--- src/pet_timing_pkg.sv ---
/*
 * Frame geometry of the bus timing core.
 * A frame is NUM_SLOTS slots of SLOT_CYCLES clk_16 cycles each.
 * CLIENT_SLOT fixes which slot each bus client owns.
 */
package pet_timing_pkg;

    parameter int unsigned NUM_SLOTS   = 8;
    parameter int unsigned SLOT_CYCLES = 2;
    parameter int unsigned NUM_CLIENTS = 3;

    // bits needed to name a slot
    parameter int unsigned SLOT_W = $clog2(NUM_SLOTS);

    // client indices
    parameter int unsigned CLIENT_CPU   = 0;
    parameter int unsigned CLIENT_VIDEO = 1;
    parameter int unsigned CLIENT_SPI   = 2;

    // client index -> owned slot
    // element 0 (lsb) is the cpu: cpu 7, video 1, spi 3
    parameter logic [NUM_CLIENTS-1:0][SLOT_W-1:0] CLIENT_SLOT = {
        SLOT_W'(3), SLOT_W'(1), SLOT_W'(7)
    };

    // one-hot, marks the current slot
    typedef logic [NUM_SLOTS-1:0] slot_vec_t;

    // one bit per client
    typedef logic [NUM_CLIENTS-1:0] client_vec_t;

endpackage

--- src/pet_slot_timer.sv ---
/*
 * Frame schedule of the shared bus.
 * Counts clk_16 cycles into slots and rotates a one-hot slot register.
 * Derives the 8 MHz bus clock, the bus strobe and the gated CPU clock.
 * Everything runs on the rising clk_16 edge; the strobe in the last
 * phase of a slot marks where read data is valid.
 */
`timescale 1ns/1ps

module pet_slot_timer
    import pet_timing_pkg::*;
(
    input  logic      clk_16_i,
    input  logic      rst_i,
    output slot_vec_t slot_o,
    output logic      bus_strobe_o,
    output logic      clk_8_o,
    output logic      clk_cpu_o
);

    localparam int unsigned PHASE_W = (SLOT_CYCLES > 1) ? $clog2(SLOT_CYCLES) : 1;

    // cycle within the current slot
    logic [PHASE_W-1:0] phase_q;
    logic               last_phase;
    slot_vec_t          slot_q;

    assign last_phase = (phase_q == PHASE_W'(SLOT_CYCLES - 1));

    always_ff @(posedge clk_16_i) begin
        if (rst_i) begin
            // frame restarts at slot 0, phase 0
            phase_q <= '0;
            slot_q  <= slot_vec_t'(1);
        end else begin
            if (last_phase) begin
                phase_q <= '0;
                // hand the bus to the next slot
                slot_q  <= {slot_q[NUM_SLOTS-2:0], slot_q[NUM_SLOTS-1]};
            end else begin
                phase_q <= phase_q + PHASE_W'(1);
            end
        end
    end

    assign slot_o = slot_q;

    // strobe in the second half of every slot
    // stands in for the offset clock of the original board
    assign bus_strobe_o = last_phase;

    // bus clock low in phase 0, high in phase 1
    assign clk_8_o = last_phase;

    // one cpu clock pulse per frame, inside the cpu's own slot
    assign clk_cpu_o = clk_8_o & slot_q[CLIENT_SLOT[CLIENT_CPU]];

endmodule

--- config.mk ---
export PLATFORM = sky130hd
export DESIGN_NAME = pet_slot_timer
export DESIGN_NICKNAME = d
export VERILOG_FILES = /design/src/pet_timing_pkg.sv /design/src/pet_slot_timer.sv
export SDC_FILE = /design/constraint.sdc
export NUM_CORES = 1
export LEC_CHECK = 0
export BUFFER_PORTS_ARGS = -buffer_cell sky130_fd_sc_hd__buf_4
export CAP_MARGIN = 20
export CORE_AREA = 5 5 42 44
export CTS_CLUSTER_DIAMETER = 30
export CTS_CLUSTER_SIZE = 24
export DETAILED_ROUTE_END_ITERATION = 6
export DIE_AREA = 0 0 47 49
export SYNTH_ARGS = -nofsm -noshare
export SYNTH_HDL_FRONTEND = slang
export SYNTH_SLANG_ARGS = --single-unit
--- constraint.sdc ---
create_clock -name clk_16_i -period 1.4 [get_ports clk_16_i]
set_input_delay 0.14 -clock clk_16_i [delete_from_list [all_inputs] [get_ports clk_16_i]]
set_output_delay 0.14 -clock clk_16_i [all_outputs]
set_load 0.03 [all_outputs]
==> metrics.yaml <==
detailed_routing:
  drt_iter0_markers: 0
  wl_per_cell_um: 10.0
  drc: 0
  via_per_inst: 3.97
  dr.pass1.iters: 1
  wl_um: 602
  detail-route-antenna-nets: 0
  vias: 238
placed_design:
  placed_cell_area_um2: 419
  io_buffers: 12
  place_ws_ps: 295
  gp_congestion: 0.667
  hpwl_um: 453
clock_tree:
  post_cts_buffers: 0
  root_buffer: "clkbuf_4"
  numCtsBuffers: 3
  cts_hold_buf: 0
  htreeDepth: 1
  cts_tree: "yes"
  clockBufferDepth: 2
  clock_latency_ps: 250
  cts_sinks: 9
  clk_pin_slew_worst_paths_ps: 60
  cts.repair.resized: 0
critical_path:
  cp_num_cells: 2
  path_max_fanout: 10
  worst-path-buf-inv: 1
  rr_endpoint: "slot_o[7]"
  r2r_slack_ps: 300
  worstSetupStartpointType: "register"
  slowest_delay_ps: 550
  crit_arrival_ps: 1180
  crit_type: "register to output pin"
  critPathSlowestCell: "dfxtp_1"
  critical_path.endpoint: "clk_cpu_o"
  r2r-start: "bus_strobe_o"
  required_ps: 1260
  crit_path_end_kind: "output pin"
  cpLargestDelayFamily: "flip-flops"
  path_cells: "and2_4 -> buf_4"
  crit_start: "bus_strobe_o"
  reg2reg_depth: 3
hold_path:
  hold_start: "rst_i"
  hold_class: "input pin to register"
grt:
  grt_pass1_wl_um: 924
  grt.overflow.total: 0
  antenna_found_initial: 0
  grt_pass1_vias: 218
  grt_max_degree: 11
  grt_use_total_pct: 5.93
finish:
  fin_nets: 47
  design_area_um2: 445
  n_antenna_cell: 0
  area_growth_pct: 37.5
  drive_gt1_share_pct: 38.6
die:
  die_y_um: 49
  coreArea_um2: 1400
  num_rows: 14
  design.die.area_um2: 2300
  start_util_pct: 23.1
  io_pins: 13
  die-width_um: 47
timing:
  finalSetupViolCount: 0
  relSlewSlack_pct: 74.1
  layout_min_cycle_time_ps: 1320
  fin_crit_sh_pct: 94.1
  skew_ps: 3.03
  final-hold-violation-count: 0
  setup_tns_ps: 0
  fmax_mhz: 759
  fin_ws_ps: 83.0
  rsz0062_at_grt: "false"
  slew_viol_final: 0
  worstMarginPinSlew_ps: 388
synth:
  ys_seq_area_share_pct: 55.6
  synthCells: 30
  yosys_warnings: 0
  synth_seq_cells: 9
  synth_fp_nets: 32
  synth_cell_types: 9
  syn_area_um2: 324
  syn_avg_cell_area_um2: 10.8
status:
  status: "complete, no violations"
power:
  leakagePower_uw: 0.000211
  powerDensity_nw_per_um2: 1200
  max-vdd-ir-drop_uv: 251
run:
  maxCapViolCount: 0
worst min path at each step:
stage              endpoint  slack (ps)  cells past startpoint
3_3_place_gp   bus_strobe_o         380                      2
2_1_floorplan  bus_strobe_o         420                      2
3_5_place_dp   bus_strobe_o         380                      2
6_report       bus_strobe_o         110                      2
4_1_cts        bus_strobe_o         100                      2
5_1_grt           slot_o[5]         110                      2
area by class of cell:
class / count / area [um^2]
inverters: 1 / 3.75
well taps: 16 / 20.0
repair buffers: 13 / 97.6
clock buffers: 4 / 26.3
fillers: 165 / 956
multi-input cells: 17 / 118
flip-flops and latches: 9 / 180
flip-flops by register name, indices dropped and copies added, names as in the netlist:
signal / cells
slot_o: 8
bus_strobe_o: 1
per-stage QoR:
stage               power, uW  hold WS (ps)  std cells  util [%]
floorplan                 327           423         30         -
global placement          345           379         56      29.9
detailed placement        345           378         56      29.9
CTS                       543           105         60      31.8
global route              555           115         60      31.8
finish                    533           113         60      31.8
cells by family after synthesis:
family / synth area share (%)
AO/OA/AOI/OAI: 2.70
buffers and inverters: 8.11
flip-flops: 55.6
multiplexers: 21.6
AND/OR/NAND/NOR: 12.0
cell usage in the layout (no fill, tap or decap):
cell and instances:
buf_4 13, dfxtp_1 9, nor2_1 8, mux2i_1 7, clkbuf_4 3, inv_1 1, and2_4 1, a211o_1 1
clkbuf_1 1
cells in the mapped netlist:
master	count	area, um^2
buf_6	1	11.3
inv_1	1	3.75
dfxtp_1	9	180
buf_4	1	7.51
nor2_1	8	30.0
clkbuf_1	1	3.75
and2_4	1	8.76
a211o_1	1	8.76
mux2i_1	7	70.1
per-layer routing:
metal  wire length (um)  vias up  track usage [%]
met5                  0        -                0
met4                  8        0             5.53
met3                 75        2             3.69
met2                246        9             7.01
met1                271      104             6.87
li1                   -      123                -
power breakdown:
group / internal [uW] / switching [uW] / total, uW
logic: 27.3 / 34.7 / 62.0
registers: 265 / 11.5 / 276
clock network: 110 / 85.5 / 195
total: 402 / 132 / 533
(Power assumes the default switching activity.)
