===== src/pet_bus_pkg.sv =====
/*
 * Bus payload types for the shared-memory bus.
 * Import wherever requests, responses or RAM addresses cross a port.
 * Sizes follow the 4 KB shared RAM and the 8-bit data bus of the PET.
 */
package pet_bus_pkg;

    // 12 address bits cover the 4 KB shared RAM
    parameter int unsigned ADDR_WIDTH = 12;
    parameter int unsigned DATA_WIDTH = 8;

    typedef logic [ADDR_WIDTH-1:0] bus_addr_t;
    typedef logic [DATA_WIDTH-1:0] bus_data_t;

    // one bus request, 21 bits
    typedef struct packed {
        bus_addr_t addr;
        // high for a write, low for a read
        logic      we;
        // ignored on reads
        bus_data_t wdata;
    } bus_req_t;

    // one response, always the old RAM contents
    // (a write also returns what it overwrote)
    typedef struct packed {
        bus_data_t rdata;
    } bus_rsp_t;

endpackage


===== src/pet_timing_pkg.sv =====
/*
 * Frame geometry of the bus timing core.
 * A frame is NUM_SLOTS slots of SLOT_CYCLES clk_16 cycles each.
 * CLIENT_SLOT fixes which slot each bus client owns.
 */
package pet_timing_pkg;

    parameter int unsigned NUM_SLOTS   = 8;
    parameter int unsigned SLOT_CYCLES = 2;
    parameter int unsigned NUM_CLIENTS = 3;

    // bits needed to name a slot
    parameter int unsigned SLOT_W = $clog2(NUM_SLOTS);

    // client indices
    parameter int unsigned CLIENT_CPU   = 0;
    parameter int unsigned CLIENT_VIDEO = 1;
    parameter int unsigned CLIENT_SPI   = 2;

    // client index -> owned slot
    // element 0 (lsb) is the cpu: cpu 7, video 1, spi 3
    parameter logic [NUM_CLIENTS-1:0][SLOT_W-1:0] CLIENT_SLOT = {
        SLOT_W'(3), SLOT_W'(1), SLOT_W'(7)
    };

    // one-hot, marks the current slot
    typedef logic [NUM_SLOTS-1:0] slot_vec_t;

    // one bit per client
    typedef logic [NUM_CLIENTS-1:0] client_vec_t;

endpackage


===== src/bus_arbiter.sv =====
/*
 * Slot arbiter for the shared RAM.
 * In phase 0 of a slot the owning client is granted if its port holds a
 * request, and that request drives the RAM. The served client is
 * remembered so that the strobe cycle returns the read data to it alone.
 */
`timescale 1ns/1ps

module bus_arbiter
    import pet_bus_pkg::*;
    import pet_timing_pkg::*;
(
    input  logic                              clk_16_i,
    input  logic                              rst_i,
    // frame schedule
    input  slot_vec_t                         slot_i,
    input  logic                              bus_strobe_i,
    // client ports
    input  client_vec_t                       pend_valid_i,
    input  bus_req_t    [NUM_CLIENTS-1:0]     pend_req_i,
    output client_vec_t                       grant_o,
    // shared ram
    output logic                              ram_en_o,
    output logic                              ram_we_o,
    output bus_addr_t                         ram_addr_o,
    output bus_data_t                         ram_wdata_o,
    input  bus_data_t                         ram_rdata_i,
    // responses
    output client_vec_t                       rsp_valid_o,
    output bus_rsp_t    [NUM_CLIENTS-1:0]     rsp_o
);

    // client whose access is in flight in the ram
    client_vec_t served_q;

    // slot owner with a pending request, phase 0 only
    // at most one bit is set since slots are distinct
    always_comb begin
        for (int c = 0; c < NUM_CLIENTS; c++) begin
            grant_o[c] = !bus_strobe_i && slot_i[CLIENT_SLOT[c]] && pend_valid_i[c];
        end
    end

    // ram mux, one-hot grant selects the request
    always_comb begin
        ram_we_o    = 1'b0;
        ram_addr_o  = '0;
        ram_wdata_o = '0;
        for (int c = 0; c < NUM_CLIENTS; c++) begin
            if (grant_o[c]) begin
                ram_we_o    = pend_req_i[c].we;
                ram_addr_o  = pend_req_i[c].addr;
                ram_wdata_o = pend_req_i[c].wdata;
            end
        end
    end

    assign ram_en_o = |grant_o;

    always_ff @(posedge clk_16_i) begin
        if (rst_i) begin
            served_q <= '0;
        end else begin
            served_q <= grant_o;
        end
    end

    // read data lands in the strobe cycle
    always_comb begin
        for (int c = 0; c < NUM_CLIENTS; c++) begin
            rsp_valid_o[c]    = served_q[c] && bus_strobe_i;
            rsp_o[c].rdata    = served_q[c] ? ram_rdata_i : '0;
        end
    end

endmodule


===== config.mk =====
export PLATFORM = sky130hd
export DESIGN_NAME = bus_arbiter
export DESIGN_NICKNAME = d
export VERILOG_FILES = /design/src/pet_bus_pkg.sv /design/src/pet_timing_pkg.sv /design/src/bus_arbiter.sv
export SDC_FILE = /design/constraint.sdc
export NUM_CORES = 1
export LEC_CHECK = 0
export BUFFER_PORTS_ARGS = -buffer_cell sky130_fd_sc_hd__buf_4
export CORE_MARGIN = 3
export CORE_UTILIZATION = 29
export CTS_BUF_LIST = sky130_fd_sc_hd__clkbuf_4
export CTS_CLUSTER_SIZE = 30
export DETAILED_ROUTE_END_ITERATION = 10
export HOLD_SLACK_MARGIN = 0.15
export PLACE_DENSITY_LB_ADDON = 0.25
export SYNTH_ARGS = -nofsm -noshare
export SYNTH_HDL_FRONTEND = slang
export SYNTH_SLANG_ARGS = --single-unit

===== constraint.sdc =====
create_clock -name clk_16_i -period 3.7 [get_ports clk_16_i]
set_clock_uncertainty 0.2 [all_clocks]
set_input_delay 0.74 -clock clk_16_i [delete_from_list [all_inputs] [get_ports clk_16_i]]
set_output_delay 0.74 -clock clk_16_i [all_outputs]
set_load 0.03 [all_outputs]

==> metrics.md <==
| Metric | Value |
|---|---|
| Max-capacitance violation count | 0 |
| Row Count | 17 |
| Internal power | 0.000180 W |
| Initial DRC count | 44 |
| Switching Fraction | 40.4% |
| Final wirelength | 3700 um |
| DR vias | 1356 |
| Layout cell share with drive strength beyond 1 | 57.5% |
| Post-Route Setup TNS | 0 ns |
| Hold WC Path Type | in2reg |
| Outcome | finished clean |
| CP delay by family, top | simple AND/OR/NAND/NOR gates |
| Layout Cells excl Fill | 268 |
| Largest net degree at the start of global routing | 28 |
| DRT Pass-1 Iters | 6 |
| Kind of critical path | in2out |
| Biggest regs | served_q (3) |
| CTS tree | yes |
| Placed Area | 0.00169 mm^2 |
| Commonest cells post-synth | 27 x and2_1, 22 x nor2_1, 21 x a21oi_1, 21 x a32oi_1, 5 x buf_6 |
| CTS hold repair buffers | 0 |
| Arrival time worst endpoint | 2.16 ns |
| Register area share after synthesis | 8.11% |
| Number of I/O pins | 137 |
| Slowest cell on the critical path | and3b_1 |
| Slew margin rel. | 44.0% |
| Longest Clk Path Bufs | 2 |
| Peak per-stage delay on the critical path | 0.76 ns |
| First-pass GRT wire length | 5580 um |
| Final min period | 3.10 ns |
| Routed Antenna Nets | 0 |
| Fin crit share | 83.7% |
| Final hold vios | 0 |
| Leakage power | 0.936 nW |
| Max IR drop VDD | 121 uV |
| Ys async rst share | 0% |
| Top cells by area, synth | a32oi_1 25%, and2_1 23%, a21oi_1 14% |
| Cells along the critical path | buf_4 -> and3b_1 -> a32oi_1 -> a21oi_1 -> buf_4 |
| Most frequent cell after synthesis | and2_1 |
| Synthesized cell area | 741 um^2 |
| Syn Inst Count | 114 |
| Reg clk slew, reported paths | 0.04 ns |
| Post-CTS Repair Setup Buffers | 0 |
| Die Wd | 56.5 um |
| Final Wtd Congestion | 0.764 |
| Pins Over Slew Limit | 0 |
| Largest Register | served_q |
| EDFF count, synth | 0 |
| Initial core utilization | 31.9% |
| CP dominant cell by count | buf_4 |
| GR Util All Layers | 21.7% |
| Post_cts resized | 0 |
| CTS H-Tree Depth | 1 |
| Fmax | 323 MHz |
| Gate power share | 65.4% |
| Remaining Overflow, GRT | 0 |
| Clock Power Share | 23.1% |
| Post-synth top area share | 24.8% |
| CP Buf/Inv Count | 2 |
| CTS root buf | clkbuf_4 |
| Syn_area_per_cell | 6.50 um^2 |
| Die area | 0.00320 mm^2 |
| Clock buffer count from CTS | 3 |
| Placed cells | 264 |
| Hpwl dp | 3000 um |
| ANT cells | 0 |
| Critical path required time | 2.76 ns |
| Fin nets | 326 |
| Sw power | 0.000122 W |
| Ys Warns | 0 |
| Yosys reg bits | 3 |
| Via-to-Cell Ratio | 5.06 |
| Initial antenna violation count | 0 |
| Crit-path max FO | 23 |
| CORE AREA | 0.00232 mm^2 |
| Count of cell types in the netlist | 16 |
| Final Cell Area | 0.00172 mm^2 |
| Vias in the first global route | 1316 |
| Setup violators final | 0 |
| Max FFs per register | 3 |
| Die Y | 56.5 um |
| Crit end category | primary output |
| Syn nets | 199 |
| Clk sink count | 3 |
| Seq pwr share | 11.5% |
| Area Overhead vs Synth | 132% |
| Top cell type by total area after synthesis | a32oi_1 |
| RSZ-0062 raised after global routing | no |
| Pwr dens | 176 mW/mm^2 |
| WL/cell | 13.8 um |
| IO Port Bufs | 131 |
| Predominant post-synthesis flop cell | dfxtp_1 |
| Measured slew at the worst slew-check pin | 0.841 ns |
| FILL cells | 178 |
| Drt drc | 0 |
| CP startpoint kind | primary input |
[kinds of logic (layout without fill, tap and decap cells)]
logic type / Yosys count / in the layout / synth area share, %
AOI/OAI and AO/OA: 42 / 42 / 39.0
DFF: 3 / 3 / 8.11
buffers and inverters: 13 / 139 / 12.7
and+or+nand+nor: 56 / 56 / 40.2
[cells in the final DEF, fill, tap and decap left out]
cell type / n
nor3_1: 1
nor2b_1: 1
nand2_1: 1
and2_1: 27
inv_1: 1
dfxtp_1: 3
and3b_1: 2
buf_4: 134
a32oi_1: 21
nor2_1: 22
or3_1: 1
a21oi_1: 21
nand3b_1: 1
clkbuf_4: 4
[power by group through the flow]
stage	combinational [W]	clock (W)	sequential (W)
after CTS	0.000198	0.0000726	0.0000349
after global placement	0.000195	0	0.0000353
after detailed placement	0.000198	0	0.0000354
after floorplan	0.0000927	0	0.0000348
after global routing	0.000211	0.0000750	0.0000351
final	0.000198	0.0000698	0.0000349
[per-stage QoR]
stage | power, W | utilization [%] | setup slack (ns) | hold WS, ns
5_1_grt | 0.000321 | 74.3 | 0.452 | 0.466
4_1_cts | 0.000306 | 74.3 | 0.608 | 0.456
3_3_place_gp | 0.000230 | 73.0 | 0.665 | 0.716
3_5_place_dp | 0.000233 | 73.0 | 0.612 | 0.719
2_1_floorplan | 0.000128 | - | 0.926 | 0.612
6_report | 0.000302 | 74.3 | 0.602 | 0.462
[layer usage]
| metal | vias to the layer above | GRT usage (%) | part of all wire, % |
|---|---|---|---|
| met4 | 0 | 10.5 | 1.1 |
| met2 | 96 | 43.4 | 54 |
| met5 | - | 0 | 0 |
| li1 | 673 | - | - |
| met1 | 583 | 18.6 | 32 |
| met3 | 4 | 6.90 | 12 |
[path summary, 6_finish.rpt]
kind / from / end / slack [ns] / cells past startpoint
setup / recovery: bus_strobe_i / ram_wdata_o[2] / 0.60 / 5
hold / removal: rst_i / served_q[0] / 0.46 / 2
[cell type report]
class                   instances  area [um^2]  share of cell area, %
flip-flops and latches          3         60.1                   3.49
clock buffers                   4         30.0                   1.74
inverters                       1         3.75                  0.218
repair buffers                134         1010                   58.4
well taps                      28         35.0                   2.03
multi-input cells              98          587                   34.1
Note: power is estimated with default switching activity, not from simulation.
