[src/pet_bus_pkg.sv]
/*
 * Bus payload types for the shared-memory bus.
 * Import wherever requests, responses or RAM addresses cross a port.
 * Sizes follow the 4 KB shared RAM and the 8-bit data bus of the PET.
 */
package pet_bus_pkg;

    // 12 address bits cover the 4 KB shared RAM
    parameter int unsigned ADDR_WIDTH = 12;
    parameter int unsigned DATA_WIDTH = 8;

    typedef logic [ADDR_WIDTH-1:0] bus_addr_t;
    typedef logic [DATA_WIDTH-1:0] bus_data_t;

    // one bus request, 21 bits
    typedef struct packed {
        bus_addr_t addr;
        // high for a write, low for a read
        logic      we;
        // ignored on reads
        bus_data_t wdata;
    } bus_req_t;

    // one response, always the old RAM contents
    // (a write also returns what it overwrote)
    typedef struct packed {
        bus_data_t rdata;
    } bus_rsp_t;

endpackage

[src/bus_client_port.sv]
/*
 * Request queue in front of one bus client.
 * Accepts requests on a valid/ready handshake into a circular FIFO of
 * PORT_DEPTH entries and presents the oldest one to the arbiter.
 * The head entry is popped in any cycle where grant_i is high.
 * Slot ownership lives in the arbiter, not here.
 */
`timescale 1ns/1ps

module bus_client_port
    import pet_bus_pkg::*;
#(
    parameter int unsigned PORT_DEPTH = 2
) (
    input  logic     clk_16_i,
    input  logic     rst_i,
    // client side
    input  logic     req_valid_i,
    input  bus_req_t req_i,
    output logic     req_ready_o,
    // arbiter side
    output logic     pend_valid_o,
    output bus_req_t pend_req_o,
    input  logic     grant_i
);

    localparam int unsigned PTR_W = (PORT_DEPTH > 1) ? $clog2(PORT_DEPTH) : 1;
    localparam int unsigned CNT_W = $clog2(PORT_DEPTH + 1);

    bus_req_t             queue_q [PORT_DEPTH];
    logic     [PTR_W-1:0] wr_ptr_q;
    logic     [PTR_W-1:0] rd_ptr_q;
    logic     [CNT_W-1:0] count_q;
    logic     [CNT_W-1:0] count_next;
    logic                 ready_q;
    logic                 push;
    logic                 pop;

    // ready is registered so that it is low through reset
    // and does not look at valid
    assign push = req_valid_i & ready_q;
    assign pop  = grant_i & pend_valid_o;

    always_comb begin
        count_next = count_q;
        if (push && !pop) begin
            count_next = count_q + CNT_W'(1);
        end else if (pop && !push) begin
            count_next = count_q - CNT_W'(1);
        end
    end

    always_ff @(posedge clk_16_i) begin
        if (rst_i) begin
            wr_ptr_q <= '0;
            rd_ptr_q <= '0;
            count_q  <= '0;
            ready_q  <= 1'b0;
        end else begin
            count_q <= count_next;
            // full queue holds ready low until the next grant
            ready_q <= (count_next != CNT_W'(PORT_DEPTH));
            if (push) begin
                wr_ptr_q <= (wr_ptr_q == PTR_W'(PORT_DEPTH - 1)) ? '0 : wr_ptr_q + PTR_W'(1);
            end
            if (pop) begin
                rd_ptr_q <= (rd_ptr_q == PTR_W'(PORT_DEPTH - 1)) ? '0 : rd_ptr_q + PTR_W'(1);
            end
        end
    end

    // payload storage
    always_ff @(posedge clk_16_i) begin
        if (push) begin
            queue_q[wr_ptr_q] <= req_i;
        end
    end

    assign req_ready_o  = ready_q;
    assign pend_valid_o = (count_q != '0);
    assign pend_req_o   = queue_q[rd_ptr_q];

endmodule

[config.mk]
export PLATFORM = sky130hd
export DESIGN_NAME = bus_client_port
export DESIGN_NICKNAME = d
export VERILOG_FILES = /design/src/pet_bus_pkg.sv /design/src/bus_client_port.sv
export SDC_FILE = /design/constraint.sdc
export NUM_CORES = 1
export LEC_CHECK = 0
export BUFFER_PORTS_ARGS = -buffer_cell sky130_fd_sc_hd__clkbuf_2
export CELL_PAD_IN_SITES_DETAIL_PLACEMENT = 1
export CELL_PAD_IN_SITES_GLOBAL_PLACEMENT = 2
export CORE_UTILIZATION = 39
export DETAILED_ROUTE_END_ITERATION = 8
export PLACE_DENSITY = 0.84
export SLEW_MARGIN = 25
export SYNTH_ARGS = -nofsm -noshare
export SYNTH_HDL_FRONTEND = slang
export SYNTH_SLANG_ARGS = --single-unit
[constraint.sdc]
create_clock -name clk_16_i -period 4.7 [get_ports clk_16_i]
set_clock_uncertainty 0.15 [all_clocks]
set_input_delay 0.47 -clock clk_16_i [delete_from_list [all_inputs] [get_ports clk_16_i]]
set_output_delay 0.47 -clock clk_16_i [all_outputs]
set_load 0.005 [all_outputs]
==> results of run 1 <==
==> worst paths after layout <==
kind	to	slack, ns	depth (start not counted)	startpoint
min reg2reg	count_q[1]	0.38	2	count_q[1]
max	pend_req_o[1]	2.31	2	register
max reg2reg	count_q[1]	3.09	6	count_q[0]
min	queue_q[0][3]	0.21	1	req_i[3]
==> layout make-up <==
type	instances	area, um2
Clock inverter	1	3.75
Sequential cell	48	1380
Multi-Input combinational cell	43	397
Tap cell	52	65.1
Clock buffer	7	76.3
Timing Repair Buffer	47	235
Fill cell	441	2210
Inverter	3	11.3
==> worst max-delay path: cells and delay by family, from the launching register on <==
kind | cells | cell delay, ns
flip-flops | 1 | 0.92
multiplexers | 1 | 0.42
buffers and inverters | 1 | 0.13
==> state kept, by name (all words and copies together), names as in the netlist, named ones only <==
| register | count |
|---|---|
| count_q | 2 |
| wr_ptr_q | 1 |
| req_ready_o | 1 |
| queue_q | 42 |
| rd_ptr_q | 1 |
==> kinds of logic (layout without fill, tap and decap cells) <==
kind of cell | Yosys count | in the layout | share of synthesized area [%]
adders and majority gates | 1 | 1 | 0.698
AOI/OAI and AO/OA | 4 | 4 | 1.68
buffers and inverters | 5 | 58 | 1.19
xor gates and xnor gates | 4 | 4 | 1.96
and+or+nand+nor | 12 | 12 | 3.63
muxes | 22 | 22 | 13.8
DFF | 48 | 48 | 77.1
==> metal layers <==
| metal | vias up | part of all wire (%) |
|---|---|---|
| met1 | 442 | 42 |
| met2 | 32 | 49 |
| met4 | 0 | 2.4 |
| li1 | 461 | - |
| met3 | 8 | 6.3 |
| met5 | - | 0 |
==> where the power goes <==
group | total [W] | switching (W) | internal (W) | leakage, nW
sequential | 0.000558 | 0.0000417 | 0.000516 | 0.434
combinational | 0.000260 | 0.000116 | 0.000144 | 0.345
clock | 0.000227 | 0.000123 | 0.000104 | 0.0399
total | 0.00104 | 0.000282 | 0.000763 | 0.820
==> placed cells by master, fill, tap and decap left out, types with 2 or more instances in the layout <==
master	n
nand2_1	2
inv_1	3
xnor2_1	3
clkbuf_2	47
nor2_1	4
clkbuf_8	5
edfxtp_1	42
dfxtp_1	6
mux2_2	21
clkbuf_1	2
==> through the flow <==
stage	utilization [%]	instances	hold slack [ns]
after detailed placement	47.5	193	0.366
final	49.5	201	0.214
after global routing	49.5	201	0.204
after CTS	49.4	201	0.205
after floorplan	-	96	0.317
after global placement	47.5	193	0.337
==> metrics.txt, run 1 <==
CTS Buffer Depth=2; CTS resizes=0; Post-synth top flop=edfxtp_1; P per Cell Area=482 nW/um2; Critical Path AT=1.77 ns; Worst path max stage delay=0.92 ns; asr flop ratio synth=0%; worst skew pair latency=0.29 ns; Rows=24; largest net degree at the start of global routing=22; Routed Antenna Nets=0; number of flops mapped to enable cells by yosys=42; Buffers on Ports=47; Avg Cell Area, Syn=18.7 um2; Area Growth Syn to Fin=21.1%; DP Wirelength=2.30 mm; final hold violation count=0; setup bufs post-CTS=0; first-pass GRT wire length=5.07 mm; Rel. slew slack=39.3%; core area=4380 um2; post-layout min period=2.39 ns; synthesized flop and latch total=48; Antenna Cells=0; CTS root buffer=clkbuf_8; highest-delay cell along the critical path=dfxtp_1; hold_buf cts=0; period utilization=50.7%; Slew Viols, Final=0; Horiz. Die Dim=69.8 um; setup_tns=0 ns; clock tree from TritonCTS=built; Starting Density=40.9%; Die Footprint=4870 um2; final WL=3.16 mm; H-tree depth=2; DR iter-0 viols=77; crit path kind=register to primary output; post-route cell area=2170 um2; GR Util met3=5.38%; Overflow after GRT=0; Via Count=943; Yosys warning count=0; Synth area leader=edfxtp_1; TritonCTS Buffers=5; drt first pass iters=4; largest cells by area after synthesis=edfxtp_1 (70%), mux2_2 (13%), dfxtp_1 (6.7%); register area share after synthesis=77.1%; synth unique cells=20; top-level port count=48; routability cong.=0.716; startpoint types=register; syn_nets=122; placed cell areas=2080 um2; nature of the critical path endpoint=primary output; fin nets=174; # DRC=0; outcome=complete, no violations; Pleak=0.820 nW; RSZ-0062 raised after global routing=false; Gate Count Post-Synth=96; Slew @ Worst Pin=0.909 ns; Worst Path Required=4.08 ns; worst vdd ir=241 uV; top-count cell post-synth=edfxtp_1; CP Max Fanout=21; Post-Syn Area=1790 um2; Reg clk slew, reported paths=0.08 ns; critical path cell sequence=mux2_2, clkbuf_2; Max-cap violations=0; Final Total Pwr=0.00104 W; vias in the first global route=1053; GR peak layer=met2; initial antenna violation count=0; layout cells sized above 1=52.3%; worst min path class=input port to register; wire length per cell=15.7 um; Yosys top cell area share=70.4%; Fmax=419 MHz; clk sinks=48; Post-synth top cells=edfxtp_1 (42), mux2_2 (21), dfxtp_1 (6); met2 usage=23.4%; met1 usage=16.3%; Vias/cell=4.69; fin worst setup slack=2.31 ns; pre-CTS setup slack=2.60 ns; Setup Viol. Count Final=0; die height=69.8 um; GRT Total Usage=14.2%
Power figures use the tool's default switching activity.
==> run 2: changes to the inputs <==
--- a/config.mk
+++ b/config.mk
@@ -5,12 +5,13 @@
 export SDC_FILE = /design/constraint.sdc
 export NUM_CORES = 1
 export LEC_CHECK = 0
+export ABC_AREA = 1
 export BUFFER_PORTS_ARGS = -buffer_cell sky130_fd_sc_hd__clkbuf_2
 export CELL_PAD_IN_SITES_DETAIL_PLACEMENT = 1
 export CELL_PAD_IN_SITES_GLOBAL_PLACEMENT = 2
-export CORE_UTILIZATION = 39
+export CORE_UTILIZATION = 36
 export DETAILED_ROUTE_END_ITERATION = 8
-export PLACE_DENSITY = 0.84
+export PLACE_DENSITY = 0.78
 export SLEW_MARGIN = 25
 export SYNTH_ARGS = -nofsm -noshare
 export SYNTH_HDL_FRONTEND = slang
==> constraint.sdc (replaced) <==
create_clock -name clk_16_i -period 2.3 [get_ports clk_16_i]
set_clock_uncertainty 0.15 [all_clocks]
set_input_delay 0.23 -clock clk_16_i [delete_from_list [all_inputs] [get_ports clk_16_i]]
set_output_delay 0.23 -clock clk_16_i [all_outputs]
set_load 0.005 [all_outputs]
==> run 2 against run 1 <==
Count of clock-buffer cells in the layout shrank 1. Clock power grew to 2.6 times the previous value. Critical path type unchanged. Global-route usage shrank 0.71 points.
==> metrics.txt, run 2 <==
Worst Path Required=1.92 ns (was 4.08 ns); Yosys top cell area share=67.7% (was 70.4%); syn_nets=128 (was 122); Buffers on Ports=47 (unchanged); Rel. slew slack=70.6% (was 39.3%); DR iter-0 viols=9 (was 77); multiplexer share of the synthesized area=16.7% (was 13.8%); Pint=0.00182 W (was 0.000763 W); Multi-input gate area=433 um2 (was 397 um2); vias in the first global route=1156 (was 1053); Vias/cell=4.38 (was 4.69); nature of the critical path endpoint=primary output (unchanged); Avg Cell Area, Syn=18.3 um2 (was 18.7 um2); Layout fillers=497 (was 441); Starting Density=38.4% (was 40.9%); period utilization=84.1%; Post-synth top cells=edfxtp_1 (42), mux2_4 (20), inv_1 (7) (was edfxtp_1 (42), mux2_2 (21), dfxtp_1 (6)); RR Endpoint=req_ready_o (was count_q[1]); fin nets=206 (was 174); commonest cells after routing, fill and taps aside=clkbuf_2 (47), edfxtp_1 (42), dlygate4sd3_1 (21), mux2_4 (20), inv_1 (7) (was clkbuf_2 (47), edfxtp_1 (42), mux2_2 (21), dfxtp_1 (6), clkbuf_8 (5)); critical path cell sequence=buf_12, mux2_4, clkbuf_2 (was mux2_2, clkbuf_2); Post-synth top flop=edfxtp_1 (unchanged); clock tree from TritonCTS=built (unchanged); Worst Hold End=count_q[1] (was queue_q[0][3]); Final Core Density=52.2% (was 49.5%); Max-cap violations=0 (unchanged); hold path startpoint=rst_i (was req_i[3]); # DRC=0 (unchanged); CP bufs+invs=2 (was 1); top-count cell post-synth=edfxtp_1 (unchanged); worst min path class=input port to register (unchanged); post-route cell area=2530 um2 (was 2170 um2); RR Startpoint=count_q[0] (unchanged); startpoint types=register (unchanged); Crit path max-delay family=flip-flops (unchanged); synth unique cells=15 (was 20); Comb power frac=29.6% (was 24.9%); Die Footprint=5460 um2 (was 4870 um2); die height=73.9 um (was 69.8 um); setup_tns=0 ns (unchanged); Critical Path AT=1.56 ns (was 1.77 ns); P per Cell Area=975 nW/um2 (was 482 nW/um2); Flop pwr share=46.9% (was 53.4%); wire length per cell=13.7 um (was 15.7 um); Area Growth Syn to Fin=36.0% (was 21.1%); CTS root buffer=clkbuf_8 (unchanged); highest-delay cell along the critical path=dfxtp_1 (unchanged); Biggest register=queue_q (unchanged); synthesized flop and latch total=48 (unchanged); Post-Syn Area=1860 um2 (was 1790 um2); Largest regs=queue_q (42), count_q (2) (unchanged); CP Max Fanout=15 (was 21); XOR/XNOR share of the synthesized area=0.470% (was 1.96%); layout cells sized above 1=47.5% (was 52.3%); placed cells=219 (was 193); first-pass GRT wire length=5.32 mm (was 5.07 mm); Hold Path Cell Cnt=2 (was 1); largest net degree at the start of global routing=16 (was 22); Slew Viols, Final=0 (unchanged); crit path kind=register to primary output (unchanged); asr flop ratio synth=0% (unchanged); largest cells by area after synthesis=edfxtp_1 (68%), mux2_4 (16%), dfxtp_1 (6.5%) (was edfxtp_1 (70%), mux2_2 (13%), dfxtp_1 (6.7%)); worst skew pair latency=0.29 ns (about the same); Gate Count Post-Synth=102 (was 96); adder-cell share of the synthesized area=0.672% (was 0.698%); Synth area leader=edfxtp_1 (unchanged); outcome=complete, no violations (unchanged); top-level port count=48 (unchanged); Layout Cells excl Fill=248 (was 201); post-layout min period=1.94 ns; Simple-Gate Fraction of Synth Area=4.84% (was 3.63%); commonest non-fill, non-tap cell in the layout=clkbuf_2 (unchanged); FF-to-FF path depth=8 (was 6); Sw Share=26.3% (was 26.9%); register area share after synthesis=74.2% (was 77.1%); Reg clk slew, reported paths=0.08 ns (about the same); TritonCTS Buffers=5 (unchanged); Worst path max stage delay=0.60 ns (was 0.92 ns); placed cell areas=2210 um2 (was 2080 um2); Antenna Cells=0 (unchanged); Via Count=1085 (was 943); Rows=25 (was 24); core area=4850 um2 (was 4380 um2); Storage cell area=1380 um2 (unchanged); DP Wirelength=2.48 mm (was 2.30 mm); worst vdd ir=374 uV (was 241 uV); largest family of logic cells by synthesized area=multiplexers (unchanged); final hold violation count=0 (unchanged); RSZ-0062 raised after global routing=false (unchanged); setup bufs post-CTS=0 (unchanged); Slew @ Worst Pin=0.441 ns (was 0.909 ns); Horiz. Die Dim=73.9 um (was 69.8 um); clk sinks=48 (unchanged); Clock power frac=23.5% (was 21.7%); number of flops mapped to enable cells by yosys=42 (unchanged); Synth Area in Compound Gates=0.269% (was 1.68%); drt first pass iters=4 (unchanged); Fmax=517 MHz; GRT Total Usage=13.5% (was 14.2%); Worst R2R Setup Slack=0.90 ns (was 3.09 ns); final WL=3.40 mm (was 3.16 mm); Pleak=1.05 nW (was 0.820 nW); Setup Viol. Count Final=0 (unchanged); max FFs per register=42 (unchanged); CTS Buffer Depth=2 (unchanged); Overflow after GRT=0 (unchanged); initial antenna violation count=0 (unchanged); Psw=0.000650 W (was 0.000282 W); Routed Antenna Nets=0 (unchanged); Yosys warning count=0 (unchanged); routability cong.=0.693 (was 0.716); H-tree depth=2 (unchanged)
run 2: cell count changes after synthesis, moves of 2 or more:
cell,before,now
nand2_1,2,6
buf_2,2,0
buf_6,0,2
nand2_2,1,3
mux2_2,21,1
mux2_4,0,20
xnor2_1,3,0
inv_1,3,7
nand3_1,0,5
run 2: layout make-up:
type	count	area share (%)
clock buffers	6	2.87
clock inverters	2	1.38
multi-input cells	44	17.1
inverters	8	1.19
well taps	67	3.31
flip-flops and latches	48	54.6
repair buffers	73	19.6
run 2: how the worst max path moves through the flow:
stage / slack [ns] / cells past startpoint / startpoint / endpoint
after floorplan: 0.40 / 2 / req_ready_o / queue_q[1][0]
after global placement: 0.70 / 3 / register / pend_req_o[19]
after detailed placement: 0.67 / 3 / register / pend_req_o[6]
after CTS: 0.33 / 3 / register / pend_req_o[6]
after global routing: 0.28 / 3 / register / pend_req_o[19]
final: 0.36 / 3 / register / pend_req_o[6]
run 2: cell families after synthesis:
kind of cell               Yosys count
buffers and inverters               10
muxes                               21
xor gates and xnor gates             1
AOI/OAI and AO/OA                    1
adders and majority gates            1
DFF                                 48
and+or+nand+nor                     20
run 2: what timing repair did:
| item | CTS | global route |
|---|---|---|
| gates resized for setup | 0 | 0 |
| endpoints found under the hold margin | 42 | 0 |
| hold buffers | 21 | 0 |
run 2: metrics by stage:
stage	setup slack [ns]	hold slack, ns	power, W
floorplan	0.398	0.149	0.00162
global placement	0.698	0.271	0.00185
detailed placement	0.666	0.274	0.00190
CTS	0.328	0.0137	0.00251
global route	0.282	0.0259	0.00261
finish	0.365	0.0225	0.00247
run 2: worst reg2reg max path: stages, from the launching register on:
cell     delay [ns]
dfxtp_1        0.34
inv_1          0.07
ha_1           0.20
inv_2          0.07
nand2_2        0.06
nand2_2        0.10
nand3_1        0.11
nand3_1        0.13
nand2_1        0.06
run 2: power by group through the flow:
stage / Sequential (W) / Combinational [W] / Clock (W)
after floorplan: 0.00115 / 0.000467 / 0
after global placement: 0.00117 / 0.000685 / 0
after detailed placement: 0.00118 / 0.000717 / 0
after CTS: 0.00116 / 0.000746 / 0.000599
after global routing: 0.00117 / 0.000803 / 0.000634
final: 0.00116 / 0.000730 / 0.000581
run 2: layer usage:
| metal | GRT usage, % | part of all wire, % |
|---|---|---|
| met5 | 0 | 0 |
| met4 | 4.49 | 1.3 |
| met3 | 4.12 | 4.4 |
| met2 | 23.9 | 50 |
| met1 | 15.5 | 44 |
==> run 3: changes to the inputs <==
--- a/config.mk
+++ b/config.mk
@@ -5,7 +5,7 @@
 export SDC_FILE = /design/constraint.sdc
 export NUM_CORES = 1
 export LEC_CHECK = 0
-export ABC_AREA = 1
+export ABC_AREA = 0
 export BUFFER_PORTS_ARGS = -buffer_cell sky130_fd_sc_hd__clkbuf_2
 export CELL_PAD_IN_SITES_DETAIL_PLACEMENT = 1
 export CELL_PAD_IN_SITES_GLOBAL_PLACEMENT = 2
==> constraint.sdc (replaced) <==
create_clock -name clk_16_i -period 2 [get_ports clk_16_i]
set_clock_uncertainty 0.15 [all_clocks]
set_input_delay 0.2 -clock clk_16_i [delete_from_list [all_inputs] [get_ports clk_16_i]]
set_output_delay 0.2 -clock clk_16_i [all_outputs]
set_load 0.005 [all_outputs]
==> run 3 against run 2 <==
Sequential cell count unchanged. Clock power decreased by 5.7%. Core utilization is 1.2 points lower. Design area is 4.1% lower. Setup slack got worse by 0.030 ns. Hold slack worse by 0.019 ns. Die area decreased by 3.7%. Global-route usage increased by 1.1 points. Cell count shrank 2.8%. Largest cell class unchanged. Largest power group unchanged.
==> metrics.txt, run 3 (synthesized netlist as in run 1, its figures left out) <==
wire length per cell=14.6 um (was 13.7 um); P per Cell Area=1040 nW/um2 (was 975 nW/um2); drt first pass iters=4 (unchanged); setup bufs post-CTS=0 (unchanged); CP Max Fanout=11 (was 15); Slew Viols, Final=0 (unchanged); Antenna Cells=0 (unchanged); worst min path class=input port to register (unchanged); Slew @ Worst Pin=0.512 ns (was 0.441 ns); layout cells sized above 1=47.7% (was 47.5%); Pleak=0.927 nW (was 1.05 nW); clk sinks=48 (unchanged); H-tree depth=2 (unchanged); largest net degree at the start of global routing=22 (was 16); Rel. slew slack=65.9% (was 70.6%); DR iter-0 viols=67 (was 9); Reg clk slew, reported paths=0.08 ns (about the same); fin nets=199 (was 206); Layout fillers=492 (was 497); TritonCTS Buffers=5 (unchanged); clock tree from TritonCTS=built (unchanged); # DRC=0 (unchanged); first-pass GRT wire length=5.58 mm (was 5.32 mm); Buffers on Ports=47 (unchanged); commonest cells after routing, fill and taps aside=clkbuf_2 (47), edfxtp_1 (42), mux2_2 (21), dlygate4sd3_1 (21), dfxtp_1 (6) (was clkbuf_2 (47), edfxtp_1 (42), dlygate4sd3_1 (21), mux2_4 (20), inv_1 (7)); RSZ-0062 raised after global routing=false (unchanged); Starting Density=37.7% (was 38.4%); Final Core Density=51.1% (was 52.2%); CTS Buffer Depth=2 (unchanged); worst vdd ir=537 uV (was 374 uV); setup_tns=0 ns (unchanged); Via Count=1061 (was 1085); Horiz. Die Dim=72.5 um (was 73.9 um); outcome=complete, no violations (unchanged); initial antenna violation count=0 (unchanged); Critical Path AT=1.32 ns (was 1.56 ns); Setup Viol. Count Final=0 (unchanged); Worst Path Required=1.65 ns (was 1.92 ns); die height=72.5 um (was 73.9 um); period utilization=83.3%; Max-cap violations=0 (unchanged); Routed Antenna Nets=0 (unchanged); max FFs per register=42 (unchanged); worst skew pair latency=0.29 ns (about the same); Area Growth Syn to Fin=35.5% (was 36.0%); Rows=25 (unchanged); final hold violation count=0 (unchanged); routability cong.=0.668 (was 0.693); core area=4750 um2 (was 4850 um2); crit path kind=register to primary output (unchanged); Vias/cell=4.40 (was 4.38); top-level port count=48 (unchanged); DP Wirelength=2.41 mm (was 2.48 mm); startpoint types=register (unchanged); commonest non-fill, non-tap cell in the layout=clkbuf_2 (unchanged); vias in the first global route=1220 (was 1156); Multi-input gate area=392 um2 (was 433 um2); Storage cell area=1380 um2 (unchanged); final WL=3.51 mm (was 3.40 mm); CTS root buffer=clkbuf_8 (unchanged); Die Footprint=5260 um2 (was 5460 um2); nature of the critical path endpoint=primary output (unchanged); post-layout min period=1.67 ns; Largest regs=queue_q (42), count_q (2) (unchanged); Fmax=601 MHz; Overflow after GRT=0 (unchanged); Biggest register=queue_q (unchanged); GRT Total Usage=14.6% (was 13.5%)
-- run 3: cell types whose count changed in the layout (fill, tap and decap cells not counted), sizes merged, moves of 3 or more --
cell   previous run  this run
inv               8         3
nand2             9         3
nand3             5         0
xnor2             0         3
-- run 3: where the power goes --
group | internal, W | leakage (nW) | total, W | switching (W)
combinational | 0.000386 | 0.453 | 0.000724 | 0.000338
sequential | 0.00121 | 0.434 | 0.00126 | 0.0000500
clock | 0.000243 | 0.0388 | 0.000548 | 0.000305
-- run 3: metal layers --
metal	share of wire, %	global-route usage, %
met5	0	0
met4	0.77	5.23
met3	4.1	4.31
met2	57	27.5
met1	38	15.4
-- run 3: layout make-up --
cell class | count | share of cell area (%)
sequential | 48 | 56.9
timing repair buffer | 72 | 19.6
multi-input combinational | 43 | 16.1
tap | 67 | 3.45
clock buffer | 6 | 2.99
clock inverter | 2 | 0.464
inverter | 3 | 0.464
-- run 3: metrics by stage --
step | setup slack, ns | total power, W | cells | area, um2 | hold WS (ns)
2_1_floorplan | 0.0819 | 0.00171 | 96 | 1790 | 0.122
3_3_place_gp | 0.537 | 0.00194 | 212 | 2130 | 0.240
3_5_place_dp | 0.363 | 0.00199 | 212 | 2130 | 0.246
4_1_cts | 0.313 | 0.00256 | 241 | 2430 | 0.00644
5_1_grt | 0.265 | 0.00266 | 241 | 2430 | 0.00394
6_report | 0.335 | 0.00253 | 241 | 2430 | 0.00327
-- run 3: timing repair --
action | in CTS | in global routing
hold endpoints to repair | 42 | 0
hold buffers | 21 | 0
resized for setup | 0 | 0
-- run 3: worst max-delay path, stage by stage (launching register included) --
cell and delay (ns):
dfxtp_1 0.34, buf_4 0.21, mux2_2 0.37, clkbuf_2 0.11
-- run 3: final timing paths --
check,from,end,slack [ns],cells after the start
worst max-delay path,register,pend_req_o[14],0.33,3
worst min-delay path,rst_i,register,0.003,2
worst max register to register,count_q[0],count_q[1],0.38,6
worst min register to register,rd_ptr_q,register,0.37,2
